--- src/rtl/fdc_pkg.sv ---
// ====================================================================
// fdc shared definitions
// register map, status bit positions, sequencer states and timing
// ====================================================================
`default_nettype none

package fdc_pkg;

	// host register map
	localparam logic [1:0] A_CMD_STATUS = 2'd0;
	localparam logic [1:0] A_TRACK      = 2'd1;
	localparam logic [1:0] A_SECTOR     = 2'd2;
	localparam logic [1:0] A_DATA       = 2'd3;

	typedef logic [7:0]  byte_t;
	typedef logic [19:0] img_addr_t;  // byte offset in the image, 1 MB max
	typedef logic [31:0] lba_t;
	typedef logic [10:0] buf_addr_t;  // {block, byte in block}

	localparam int BLOCK_BYTES = 512;

	// status bits, some shared between the type I and type II layouts
	localparam int ST_NOT_READY       = 7;
	localparam int ST_PROTECT         = 6;
	localparam int ST_HEAD_OR_WRFAULT = 5;
	localparam int ST_SEEK_ERR        = 4;
	localparam int ST_TRACK0_OR_LOST  = 2;
	localparam int ST_DRQ_OR_INDEX    = 1;
	localparam int ST_BUSY            = 0;

	// timing in clk_sys cycles
	localparam int TYPE1_BUSY_CYCLES  = 4000;
	localparam int BYTE_GAP_CYCLES    = 16;
	localparam int SEEK_SETTLE_CYCLES = 1023;

	typedef enum logic [3:0] {
		SEQ_IDLE,
		SEQ_SEARCH,
		SEQ_FILL_BLOCK,
		SEQ_FILL_WAIT,
		SEQ_BYTE_GAP,
		SEQ_BYTE_WAIT,
		SEQ_FLUSH_BLOCK,
		SEQ_FLUSH_WAIT,
		SEQ_BUSY_WAIT,
		SEQ_END_CMD
	} seq_state_t;

endpackage

`default_nettype wire

--- src/rtl/disk_geometry.sv ---
// ====================================================================
// fdc disk geometry
// image byte offset, sector size and block span of the selected sector
// ====================================================================
`timescale 1ns/1ps
`default_nettype none

module disk_geometry (
	input  logic               clk_sys,
	input  logic               reset,
	input  logic               img_mounted,
	input  fdc_pkg::img_addr_t img_size,
	input  logic               layout,
	input  logic [2:0]         size_code,
	input  logic               side,
	input  fdc_pkg::byte_t     head_track,
	input  fdc_pkg::byte_t     sector_reg,
	output fdc_pkg::img_addr_t sector_offset,
	output logic [10:0]        sector_bytes,
	output fdc_pkg::byte_t     spt,
	output logic [1:0]         last_block,
	output logic               sector_valid
);

	logic               old_mounted;
	logic               layout_r;
	fdc_pkg::img_addr_t disk_size;
	fdc_pkg::img_addr_t half_offset;
	fdc_pkg::byte_t     track_index;
	logic [1:0]         size_shift;  // log2 of sector size / 128
	logic [12:0]        sector_index;

	always_ff @(posedge clk_sys) begin
		if (reset) begin
			old_mounted <= 1'b0;
			layout_r    <= 1'b0;
			disk_size   <= '0;
		end else begin
			old_mounted <= img_mounted;
			if (old_mounted && !img_mounted) begin
				layout_r  <= layout;
				disk_size <= img_size;
			end
		end
	end

	// side-track-sector keeps side 1 in the upper half of the image
	assign half_offset = (layout_r && side) ? disk_size >> 1 : '0;
	assign track_index = {head_track[6:0], side} >> layout_r;

	always_comb begin
		case (size_code)
			3'd0:    {spt, size_shift} = {8'd26, 2'd0};
			3'd1:    {spt, size_shift} = {8'd16, 2'd1};
			3'd2:    {spt, size_shift} = {8'd9, 2'd2};
			3'd3:    {spt, size_shift} = {8'd5, 2'd3};
			default: {spt, size_shift} = {8'd10, 2'd2};  // 10 x 512
		endcase
	end

	assign sector_bytes  = 11'd128 << size_shift;
	assign sector_index  = 13'(track_index) * 13'(spt) + 13'(sector_reg) - 13'd1;
	assign sector_offset = half_offset
		+ (fdc_pkg::img_addr_t'(sector_index) << (7 + size_shift));

	// extra block when a big sector starts inside a block
	always_comb begin
		case (size_shift)
			2'd2:    last_block = (sector_offset[8:0] != '0) ? 2'd1 : 2'd0;
			2'd3:    last_block = (sector_offset[8:0] != '0) ? 2'd2 : 2'd1;
			default: last_block = 2'd0;
		endcase
	end

	assign sector_valid = sector_reg != '0 && sector_reg <= spt;

endmodule

`default_nettype wire

--- config.mk ---
export PLATFORM = sky130hd
export DESIGN_NAME = disk_geometry
export DESIGN_NICKNAME = d
export VERILOG_FILES = /design/src/rtl/fdc_pkg.sv /design/src/rtl/disk_geometry.sv
export SDC_FILE = /design/constraint.sdc
export NUM_CORES = 1
export LEC_CHECK = 0
export ABC_CLOCK_PERIOD_IN_PS = 24100
export CORE_MARGIN = 2
export CORE_UTILIZATION = 45
export CTS_BUF_LIST = sky130_fd_sc_hd__clkbuf_8
export CTS_CLUSTER_DIAMETER = 50
export DETAILED_ROUTE_END_ITERATION = 16
export DONT_BUFFER_PORTS = 1
export SLEW_MARGIN = 0
export SYNTH_ARGS = -nofsm -noshare
export SYNTH_HDL_FRONTEND = slang
export SYNTH_SLANG_ARGS = --single-unit
export TNS_END_PERCENT = 10
--- constraint.sdc ---
create_clock -name clk_sys -period 24.1 [get_ports clk_sys]
set_clock_uncertainty 0.2 [all_clocks]
set_input_delay 6.025 -clock clk_sys [delete_from_list [all_inputs] [get_ports clk_sys]]
set_output_delay 6.025 -clock clk_sys [all_outputs]
set_load 0.02 [all_outputs]
Word-level counts from Yosys, hierarchy flattened
Index checks and enable logic that the tools add are counted.
{"block": "totals", "register_bits": 22, "out_inout_bits": 42}
{"block": "op_classes", "n_addsub": 4, "multipliers": 1, "n_lt_le_gt_ge": 1, "n_eq_ne": 5, "shift": 3, "n_mux": 6, "n_reduce_logical": 7}
{"cell": "$add 19x20->20", "count": 1}
{"cell": "$pmux 5 s4", "count": 1}
{"cell": "$shl 13x4->20", "count": 1}
{"cell": "$mux 19", "count": 1}
{"cell": "$add 13x8->13", "count": 1}
{"cell": "$mul 8x8->13", "count": 1}
{"cell": "$sub 13x1->13 const B", "count": 1}
{"cell": "$shl 8x2->11 const A", "count": 1}
{"cell": "$reduce_bool 9->1", "count": 1}
{"cell": "$le 8x8->1", "count": 1}
{"cell": "$reduce_bool 8->1", "count": 1}
{"cell": "$shr 8x1->8", "count": 1}
{"cell": "$eq 3x2->1 const B", "count": 2}
{"cell": "$pmux 2 s3", "count": 1}
{"cell": "$add 3x2->4 const A", "count": 1}
{"cell": "$eq 2x2->1 const B", "count": 2}
{"cell": "$pmux 2 s2", "count": 1}
{"cell": "$eq 3x1->1 const B", "count": 1}
{"cell": "$logic_and 1x1->1", "count": 3}
{"cell": "$logic_not 3->1", "count": 1}
{"cell": "$mux 2", "count": 1}
{"cell": "$logic_not 1->1", "count": 1}
{"cell": "$mux 1", "count": 1}

Longest topological paths before layout
Gate-level depths: netlist of the first run.
{"block": "logic_depth", "depth_word": 10, "mapped_depth": 29, "ltp_nobuf": 26}

Worst setup path before layout of the first run
Ideal clock, no wire load.
{"block": "synth_path", "kind": "input to output", "start": "in size_code[2]", "end": "out sector_offset[19]", "arrival_time_ps": 11751, "required_time_ps": 17875, "slack_ps": 6124, "path_stages": 26, "path_cell_list": "nor2_1 > nand2_1 > nand2b_1 > clkbuf_1 > nand2_1 > fa_1 > inv_1 > fa_1 > inv_1 > fa_1 > inv_1 > fa_1 > ha_1 > o21ai_0 > o21a_1 > o21bai_1 > xor2_1 > nand2_1 > a31oi_1 > ha_1 > a21o_1 > a21oi_1 > a21oi_1 > o21a_1 > o22ai_1 > xnor2_1"}
{"block": "synth_between", "elab_chain_cells": 7, "elab_cells_between_ends": 12}
{"element": "start, declared", "line": "disk_geometry.sv:14", "rtl": "input logic [2:0] size_code,"}
{"element": "$eq 3x2->1, or another cell as far along", "line": "disk_geometry.sv:52", "rtl": "case (size_code)"}
{"element": "$pmux 5 s4 *", "line": "disk_geometry.sv:52"}
{"element": "named net spt[1]", "line": "disk_geometry.sv:20", "rtl": "output fdc_pkg::byte_t spt,"}
{"element": "$mul 8x8->13 *", "line": "disk_geometry.sv:62", "rtl": "assign sector_index = 13'(track_index) * 13'(spt) + 13'(sector_reg) - 13'd1;"}
{"element": "$add 13x8->13 *", "line": "disk_geometry.sv:62"}
{"element": "$sub 13x1->13 *", "line": "disk_geometry.sv:62"}
{"element": "$shl 13x4->20 *", "line": "disk_geometry.sv:64", "rtl": "+ (fdc_pkg::img_addr_t'(sector_index) << (7 + size_shift));"}
{"element": "$add 19x20->20 *", "line": "disk_geometry.sv:64"}
{"element": "end, declared", "line": "disk_geometry.sv:18", "rtl": "output fdc_pkg::img_addr_t sector_offset,"}
Mark *: on every way through the listed nets, which the timed path passes. The rest lies on a longest branch.

Worst setup path in the final report of the first run
Ends and elaborated chain as after synthesis.

==> results by group, run 1 <==
Run status
  – Status: finished, final reports clean

Yosys
  – XOR/XNOR Fraction of Synth Area: 0.0645
  – Top-count cell post-synth: nand2_1
  – Synth area leaders: ha_1 (17%), fa_1 (14%), dfxtp_1 (11%)
  – Synthesized cell area: 3940 um2
  – Synth area leader: ha_1
  – Seq/Total Area, Yosys: 0.107
  – Area share of the largest cell type after synthesis: 0.168
  – Ys Warns: 0
  – Largest family of logic cells by synthesized area: adder cells
  – Synth cell types: 58
  – Compound-Gate Fraction of Synth Area: 0.197
  – Async SR Flop Fraction: 0
  – EDFF count, synth: 0
  – Post-Synth Adder-Cell Area: 0.306
  – Main synth FF type: dfxtp_1
  – Avg Cell Area, Syn: 7.66 um2
  – Top post-synthesis cells by count: nand2_1 (92), ha_1 (53), inv_1 (44), a21oi_1 (40), fa_1 (27)
  – #FFs+latches synth: 21
  – Synth Area in Simple Gates: 0.199
  – Cells after Synth: 514
  – Multiplexer area fraction after synthesis: 0.0356

Die
  – Die height: 97.5 um
  – Initial Util: 0.458
  – Num rows: 34
  – Core area: 8590 um2
  – DIE AREA: 9510 um2
  – Num ports: 86
  – Die width: 97.5 um

Finish
  – N_diodes: 0
  – Final net count: 628
  – Share of post-route cells with drive strength above 1: 0.0577
  – Area Overhead vs Synth: 2.48%
  – Final instance area: 4040 um2

Critical path
  – CP most frequent cell: fa_1
  – CP Launch Type: input port
  – Largest stage delay, worst path: 0.70 ns
  – Worst-path fanout max: 20
  – WP depth: 26
  – Crit path kind: input port to output pin
  – Top delay family on crit path: adder cells
  – CP bufs+invs: 5
  – R2r setup slk: 22.45 ns
  – RR Endpoint: disk_size[11]$_SDFFE_PP0P_
  – Crit. End Element: output pin
  – Required time of the critical path: 17.88 ns
  – Crit Reg-Reg Startpoint: old_mounted$_SDFF_PP0_
  – CP arrival: 12.80 ns
  – Slowest CP cell: and2_1
  – Worst R2R Path Depth: 4

CTS
  – H-tree levels: 1
  – Num CTS Buffers: 3
  – CTS tree: yes
  – Reg clk slew, reported paths: 0.08 ns
  – Cts repair resizes: 0
  – CTS max path bufs: 2
  – CTS root buffer: clkbuf_8
  – Hold_buf cts: 0
  – Clk sinks: 21
  – Post-CTS Setup Repair Bufs: 0
  – Worst skew pair latency: 0.26 ns

Detailed routing
  – DRC violations left: 0
  – Initial DRC count: 150
  – DR pass1 iterations: 4
  – Vias: 3,427
  – Via/cell ratio: 5.61
  – Wire per inst: 15.7 um
  – Final wirelength: 9570 um
  – DRT antenna net count: 0

Hold path
  – Hold path start: disk_size[7]$_SDFFE_PP0P_
  – WHS Endpoint: disk_size[7]$_SDFFE_PP0P_
  – Number of stages on the worst hold path: 2
  – Hold Crit Class: flip-flop to flip-flop

Timing
  – Final setup vio count: 0
  – Setup TNS: 0 ns
  – Worst slew pin tran: 1.12 ns
  – Final Hold Viols: 0
  – Pins Over Slew Limit: 0
  – Tcrit/Tclk final: 0.789
  – Final min period: 19.03 ns
  – Unrepaired setup endpoints after global routing: no
  – Worst slew margin: 0.252
  – Fmax: 52.6 MHz

Global routing
  – Initial antenna violation count: 0
  – First-pass GRT wire length: 15,900 um
  – GR Overflow Total: 0
  – Vias in the first global route: 3,301
  – Largest net degree at the start of global routing: 32
  – GRT Total Usage: 0.199

Power and ir drop
  – Static leakage: 1.95 nW
  – Peak supply drop: 0.0363 mV
  – Cell Pwr Density: 98.9 nW/um2

Place
  – DP HPWL: 7790 um
  – Placed inst area: 3990 um2
  – GP Congestion: 0.910
  – PortBufs: 0

Job
  – Max Cap Viol: 0
-- metrics by stage --
step | worst slack, ns | cells | utilization | power [mW] | hold WS, ns
floorplan | 6.12 | 527 | - | 0.316 | 0.232
global placement | 5.15 | 607 | 0.464 | 0.372 | 0.233
finish | 5.07 | 611 | 0.470 | 0.399 | 0.250
CTS | 5.08 | 611 | 0.470 | 0.399 | 0.249
global route | 4.64 | 611 | 0.470 | 0.441 | 0.276
detailed placement | 5.10 | 607 | 0.464 | 0.373 | 0.238
-- per-layer routing --
layer,track usage,share of wire,wire length (um)
met1,0.282,0.47,4480
met2,0.332,0.47,4460
met3,0.0295,0.061,586
met4,0.0224,0.0036,34
met5,0,0,0
-- cells by family (layout without fill, tap and decap cells) --
group | count (synthesis) | count (layout)
multiplexers | 13 | 13
adder cells (fa/ha/maj) | 80 | 80
AO/OA/AOI/OAI | 116 | 116
buffers and inverters | 82 | 58
other | 1 | 14
flip-flops | 21 | 21
AND/OR/NAND/NOR | 172 | 172
XOR/XNOR | 29 | 29
-- sequential cells by signal, indices dropped and copies added (netlist names) --
name / flops
old_mounted: 1
disk_size: 19
layout_r: 1
-- placed cells by master, fill, tap and decap left out, types with 2 or more instances in the layout --
master,synthesis,layout
conb_1,1,14
xor2_1,10,10
nor3_1,5,5
nand2_1,92,92
xnor2_1,19,19
ha_1,53,53
a211oi_1,4,4
dfxtp_1,21,21
o21a_1,7,7
a21oi_1,40,40
fa_1,27,27
mux2i_1,5,5
and2_1,3,3
inv_1,44,44
nand3_1,6,6
mux2_2,7,7
inv_2,5,5
clkbuf_8,0,3
a221oi_1,4,4
o21ai_1,3,3
o21bai_1,7,7
o21ai_0,8,8
buf_4,11,4
o22ai_1,3,3
nor4_1,3,3
a21oi_2,2,2
a2111oi_0,2,2
nor2b_1,6,6
nand2b_1,7,7
nand4_1,2,2
a21boi_1,2,2
nor2_1,21,21
o221ai_1,2,2
o21ai_2,2,2
a21o_1,11,11
a31oi_1,7,7
and3_1,22,22
-- how the worst max path moves through the flow --
stage,startpoint,endpoint,slack [ns]
3_3_place_gp,size_code[2],sector_offset[19],5.15
6_report,size_code[2],sector_offset[19],5.07
3_5_place_dp,size_code[2],sector_offset[19],5.10
2_1_floorplan,size_code[2],sector_offset[19],6.12
5_1_grt,size_code[2],sector_offset[19],4.64
4_1_cts,size_code[2],sector_offset[19],5.08
-- layout make-up --
cell class	instances	area (um2)
sequential	21	420
timing repair buffer	4	30.0
tap	108	135
inverter	50	190
clock buffer	3	41.3
clock inverter	1	7.51
multi-input combinational	424	3210
fill	890	4560
-- where the power goes --
part	switching (mW)	internal [mW]	leakage [nW]
logic	0.211	0.127	1.76
clock network	0.0122	0.0117	0.0217
registers	0.00108	0.0359	0.171
-- worst register-to-register path: stages, from the launching register on --
cell	delay [ns]
dfxtp_1	0.33
nor2b_1	0.58
buf_4	0.28
nand2_1	0.07
a21oi_1	0.12
Note: power is estimated with default switching activity, not from simulation.
==> run 2: changes to the inputs <==
Settings changed: ABC_CLOCK_PERIOD_IN_PS 24100 to 16200.
Clock period 24.1 ns to 16.2 ns, I/O delays scaled along.
==> run 2 against run 1 <==
Compared with the run above: sequential power up 49%; die area unchanged; via count is 1.2% lower; sequential cell count unchanged; critical path type unchanged; largest cell class unchanged; largest power group unchanged.
==> results by group, run 2 (synthesis gave the netlist of run 1 again) <==
Finish
  – Biggest register: disk_size
  – N_diodes: 0
  – Final Core Density: 0.470
  – Most frequent cells in the layout: nand2_1 (92), ha_1 (53), inv_1 (44)
  – Area Overhead vs Synth: 2.67%
  – Commonest non-fill, non-tap cell in the layout: nand2_1
  – Final net count: 629
  – Final instance area: 4040 um2
  – Biggest regs: disk_size (19), layout_r (1), old_mounted (1)
  – Max FFs per register: 19
  – Share of post-route cells with drive strength above 1: 0.0595

CTS
  – H-tree levels: 1
  – Num CTS Buffers: 3
  – Worst skew pair latency: 0.26 ns
  – Hold_buf cts: 0
  – CTS root buffer: clkbuf_8
  – CTS tree: yes
  – Cts repair resizes: 0
  – Clk sinks: 21
  – Reg clk slew, reported paths: 0.08 ns
  – Post-CTS Setup Repair Bufs: 0
  – CTS max path bufs: 2

Timing
  – Unrepaired setup endpoints after global routing: no
  – Final Hold Viols: 0
  – Tcrit/Tclk final: 0.913
  – Fmax: 67.6 MHz
  – Worst slew margin: 0.228
  – Min Hold Slack: 0.249 ns
  – Final min period: 14.80 ns
  – Final setup vio count: 0
  – Setup TNS: 0 ns
  – Pins Over Slew Limit: 0
  – Worst slew pin tran: 1.16 ns

Critical path
  – Crit path kind: input port to output pin
  – Worst R2R Path Depth: 4
  – Worst-path fanout max: 20
  – Largest stage delay, worst path: 0.55 ns
  – Top delay family on crit path: adder cells
  – Slowest CP cell: fa_1
  – CP bufs+invs: 5
  – CP most frequent cell: fa_1
  – CP Launch Type: input port
  – WP depth: 26
  – Required time of the critical path: 11.95 ns
  – CP arrival: 10.55 ns
  – Crit. End Element: output pin

Die
  – Die height: 97.5 um
  – Die width: 97.5 um
  – Core area: 8590 um2
  – Num rows: 34
  – Initial Util: 0.458
  – Num ports: 86
  – DIE AREA: 9510 um2

Global routing
  – Initial antenna violation count: 0
  – GR peak layer: met2
  – Routing usage on met2: 0.328
  – Vias in the first global route: 3,287
  – GRT Total Usage: 0.195
  – First-pass GRT wire length: 15,700 um
  – GR Layer Usage met3: 0.0338
  – Grt met1 use: 0.277
  – Largest net degree at the start of global routing: 32
  – GR Overflow Total: 0

Job
  – Max Cap Viol: 0

Place
  – PortBufs: 0
  – Placed inst area: 3990 um2
  – GP Congestion: 0.914
  – DP HPWL: 7740 um

Detailed routing
  – Final wirelength: 9470 um
  – Vias: 3,386
  – Via/cell ratio: 5.53
  – Initial DRC count: 127
  – DRC violations left: 0
  – DR pass1 iterations: 4
  – DRT antenna net count: 0
  – Wire per inst: 15.5 um

Hold path
  – Hold Crit Class: flip-flop to flip-flop
  – Number of stages on the worst hold path: 2

Power and ir drop
  – Static leakage: 1.96 nW
  – Tot Pwr: 0.597 mW
  – Peak supply drop: 0.0589 mV
  – Cell Pwr Density: 148 nW/um2

Run status
  – Status: finished, final reports clean
[run 2: cell count changes in the layout (fill, tap and decap cells not counted)]
cell   change
buf_4      +1
[run 2: tightest hold or removal path, stage by stage (launching register included)]
cell     delay [ns]
dfxtp_1        0.31
nand2_1        0.05
a21oi_1        0.05
[run 2: where the power goes]
part | total, mW | leakage (nW) | switching, mW | internal [mW]
Combinational | 0.506 | 1.77 | 0.317 | 0.190
Clock | 0.0357 | 0.0217 | 0.0184 | 0.0174
Sequential | 0.0549 | 0.171 | 0.00159 | 0.0533
[run 2: final cells by class]
cell class	count	area, um2
clock buffers	3	41.3
clock inverters	1	7.51
fillers	926	4550
inverters	50	190
multi-input cells	424	3210
flip-flops and latches	21	420
well taps	108	135
repair buffers	5	37.5
[run 2: per-layer routing]
layer	vias up	routed length (um)
met4	0	34
met3	4	727
li1	1723	-
met1	1560	4320
met2	99	4390
met5	-	0
[run 2: path summary, 6_finish.rpt]
kind / start / to / slack [ns]
max: size_code[2] / sector_offset[19] / 1.40
max reg2reg: old_mounted$_SDFF_PP0_ / disk_size[7]$_SDFFE_PP0P_ / 14.55
min reg2reg: disk_size[17]$_SDFFE_PP0P_ / disk_size[17]$_SDFFE_PP0P_ / 0.25
min: disk_size[17]$_SDFFE_PP0P_ / disk_size[17]$_SDFFE_PP0P_ / 0.25
[run 2: through the flow]
stage	setup WS, ns	std cells
after floorplan	2.17	527
final	1.40	612
after global routing	0.992	612
after global placement	1.52	608
after CTS	1.44	612
after detailed placement	1.45	608
==> run 3: changes to the inputs <==
Settings changed: ABC_AREA from default to 1, REMOVE_ABC_BUFFERS from default to 1, SKIP_CTS_REPAIR_TIMING from default to 1.
==> run 3 against run 2 <==
Compared with the run above: design area increased by 11%; first-iteration DRC count decreased by 13%; global-route usage increased by 2.5 points; total power increased by 14%; synthesized cell count increased by 31%; register-to-register slack got worse by 0.06 ns; routed wire length increased by 15%; sequential power increased by 0.9%; sequential share of layout area decreased by 1.1 points; synthesized area increased by 12%; largest cell class unchanged.
==> results by group, run 3 <==
Critical path
  – Crit path kind: input port to output pin
  – Worst-path fanout max: 13
  – Crit. End Element: output pin
  – CP arrival: 10.42 ns
  – CP most frequent cell: nand2_1
  – Top delay family on crit path: adder cells
  – RR Endpoint: disk_size[9]$_SDFFE_PP0P_
  – CP Launch Type: input port
  – Required time of the critical path: 11.95 ns
  – WP depth: 30
  – Slowest CP cell: fa_1
  – R2r setup slk: 14.49 ns
  – Crit Reg-Reg Startpoint: old_mounted$_SDFF_PP0_
  – Worst R2R Path Depth: 4
  – Largest stage delay, worst path: 0.52 ns
  – CP bufs+invs: 7

Die
  – DIE AREA: 10,600 um2
  – Die width: 103 um
  – Initial Util: 0.456
  – Core area: 9640 um2
  – Num ports: 86
  – Num rows: 36
  – Die height: 103 um

Timing
  – Worst slew margin: 0.508
  – Final Hold Viols: 0
  – Setup TNS: 0 ns
  – Worst slew pin tran: 0.735 ns
  – Tcrit/Tclk final: 0.906
  – Fmax: 68.2 MHz
  – Final min period: 14.67 ns
  – Pins Over Slew Limit: 0
  – Unrepaired setup endpoints after global routing: no
  – Final setup vio count: 0

Yosys
  – Ys Warns: 0
  – Async SR Flop Fraction: 0
  – Main synth FF type: dfxtp_1
  – Avg Cell Area, Syn: 6.52 um2
  – Top-count cell post-synth: nand2_1
  – Area share of the largest cell type after synthesis: 0.151
  – #FFs+latches synth: 21
  – Cells after Synth: 674
  – Synth cell types: 44
  – Synth area leaders: ha_1 (15%), nand2_1 (15%), fa_1 (12%)
  – Seq/Total Area, Yosys: 0.0957
  – Synthesized cell area: 4390 um2
  – EDFF count, synth: 0
  – Top post-synthesis cells by count: nand2_1 (172), inv_1 (128), nor2_1 (69), ha_1 (53), nand3_1 (34)
  – Synth area leader: ha_1

Place
  – DP HPWL: 9410 um
  – GP Congestion: 0.935
  – PortBufs: 0

CTS
  – CTS root buffer: clkbuf_8
  – CTS max path bufs: 2
  – H-tree levels: 1
  – Reg clk slew, reported paths: 0.08 ns
  – Clk sinks: 21
  – Worst skew pair latency: 0.26 ns
  – Num CTS Buffers: 3
  – CTS tree: yes

Finish
  – Commonest non-fill, non-tap cell in the layout: nand2_1
  – Biggest regs: disk_size (19), layout_r (1), old_mounted (1)
  – Fillers: 1,054
  – Most frequent cells in the layout: nand2_1 (172), inv_1 (128), nor2_1 (69)
  – Final Core Density: 0.467
  – Max FFs per register: 19
  – N_diodes: 0
  – Final net count: 792
  – Share of post-route cells with drive strength above 1: 0.0615
  – Biggest register: disk_size
  – Area Overhead vs Synth: 2.42%
  – Multi-input gate area: 3340 um2
  – Reg area: 420 um2

Global routing
  – GRT Total Usage: 0.221
  – Largest net degree at the start of global routing: 26
  – First-pass GRT wire length: 18,900 um
  – GR Overflow Total: 0
  – Vias in the first global route: 4,093
  – Initial antenna violation count: 0

Hold path
  – Hold Crit Class: flip-flop to flip-flop
  – Hold path start: disk_size[7]$_SDFFE_PP0P_
  – Number of stages on the worst hold path: 2
  – WHS Endpoint: disk_size[7]$_SDFFE_PP0P_

Run status
  – Status: finished, final reports clean

Power and ir drop
  – Peak supply drop: 0.112 mV
  – Pint: 0.262 mW
  – Sequential Power Share: 0.082
  – Static leakage: 2.37 nW
  – Clock power share: 0.054
  – Sw Share: 0.613
  – Cell Pwr Density: 151 nW/um2
  – Sw power: 0.416 mW
  – Part of the power in combinational logic: 0.864

Detailed routing
  – Vias: 4,008
  – DRT antenna net count: 0
  – DR pass1 iterations: 4
  – DRC violations left: 0
  – Final wirelength: 10,900 um
  – Via/cell ratio: 5.01
  – Wire per inst: 13.6 um
  – Initial DRC count: 111

Job
  – Max Cap Viol: 0
run 3: cell types whose count changed after synthesis, moves of 8 or more:
| cell | change |
|---|---|
| nand3_1 | +28 |
| a21oi_1 | -23 |
| xnor2_1 | -16 |
| and3_1 | -21 |
| nand2_1 | +80 |
| inv_1 | +84 |
| a211oi_1 | +17 |
| clkbuf_1 | -8 |
| a21o_1 | -10 |
| o21ai_0 | +12 |
| nor2_1 | +48 |
run 3: worst max-delay path by stage:
stage | endpoint | from | slack, ns
after floorplan | sector_offset[18] | size_code[2] | 2.43
after global placement | sector_offset[18] | size_code[2] | 1.53
after detailed placement | sector_offset[18] | size_code[2] | 1.56
after CTS | sector_offset[18] | size_code[2] | 1.53
after global routing | sector_offset[18] | size_code[2] | 1.02
final | sector_offset[18] | size_code[2] | 1.53
run 3: final cells by class:
class,instances,share of cell area
Tap cell,133,0.0370
Clock buffer,3,0.00917
Sequential cell,21,0.0934
Inverter,135,0.115
Timing Repair Buffer,1,0.00167
Clock inverter,1,0.00111
Multi-Input combinational cell,506,0.742
run 3: worst reg2reg max path, delay by kind of cell (launching register included):
family / cells / cell delay [ns]
compound gates: 1 / 0.20
simple gates: 2 / 0.54
buf+inv: 1 / 0.37
flops: 1 / 0.31
run 3: per-layer routing:
| layer | global-route usage | vias up | part of all wire | routed length, um |
|---|---|---|---|---|
| met3 | 0.0393 | 12 | 0.059 | 649 |
| li1 | - | 2090 | - | - |
| met5 | 0 | - | 0 | 0 |
| met4 | 0.0395 | 0 | 0.012 | 131 |
| met1 | 0.274 | 1815 | 0.45 | 4950 |
| met2 | 0.404 | 91 | 0.47 | 5180 |
run 3: power groups by stage:
stage	clock [mW]	combinational (mW)	sequential [mW]
CTS	0.0375	0.589	0.0554
floorplan	0	0.474	0.0563
detailed placement	0	0.587	0.0566
finish	0.0365	0.586	0.0554
global placement	0	0.587	0.0566
global route	0.0393	0.684	0.0557
run 3: cells by family (layout without fill, tap and decap cells):
group                      Yosys count  count (layout)  share of synthesized area
adders and majority gates           80              80                      0.274
other                                1              14                   0.000853
muxes                                1               1                    0.00228
xor gates and xnor gates            15              15                     0.0299
buffers and inverters              160             140                      0.155
DFF                                 21              21                     0.0957
and+or+nand+nor                    310             310                      0.312
AOI/OAI and AO/OA                   86              86                      0.130
run 3: per-stage QoR:
stage               total power [mW]  std cells  area [um2]  setup WS [ns]  hold WS, ns
global placement               0.644        796        4450           1.53        0.251
global route                   0.779        800        4500           1.02        0.290
finish                         0.678        800        4500           1.53        0.263
CTS                            0.682        800        4500           1.53        0.266
detailed placement             0.643        796        4450           1.56        0.253
floorplan                      0.530        662        4280           2.43        0.238
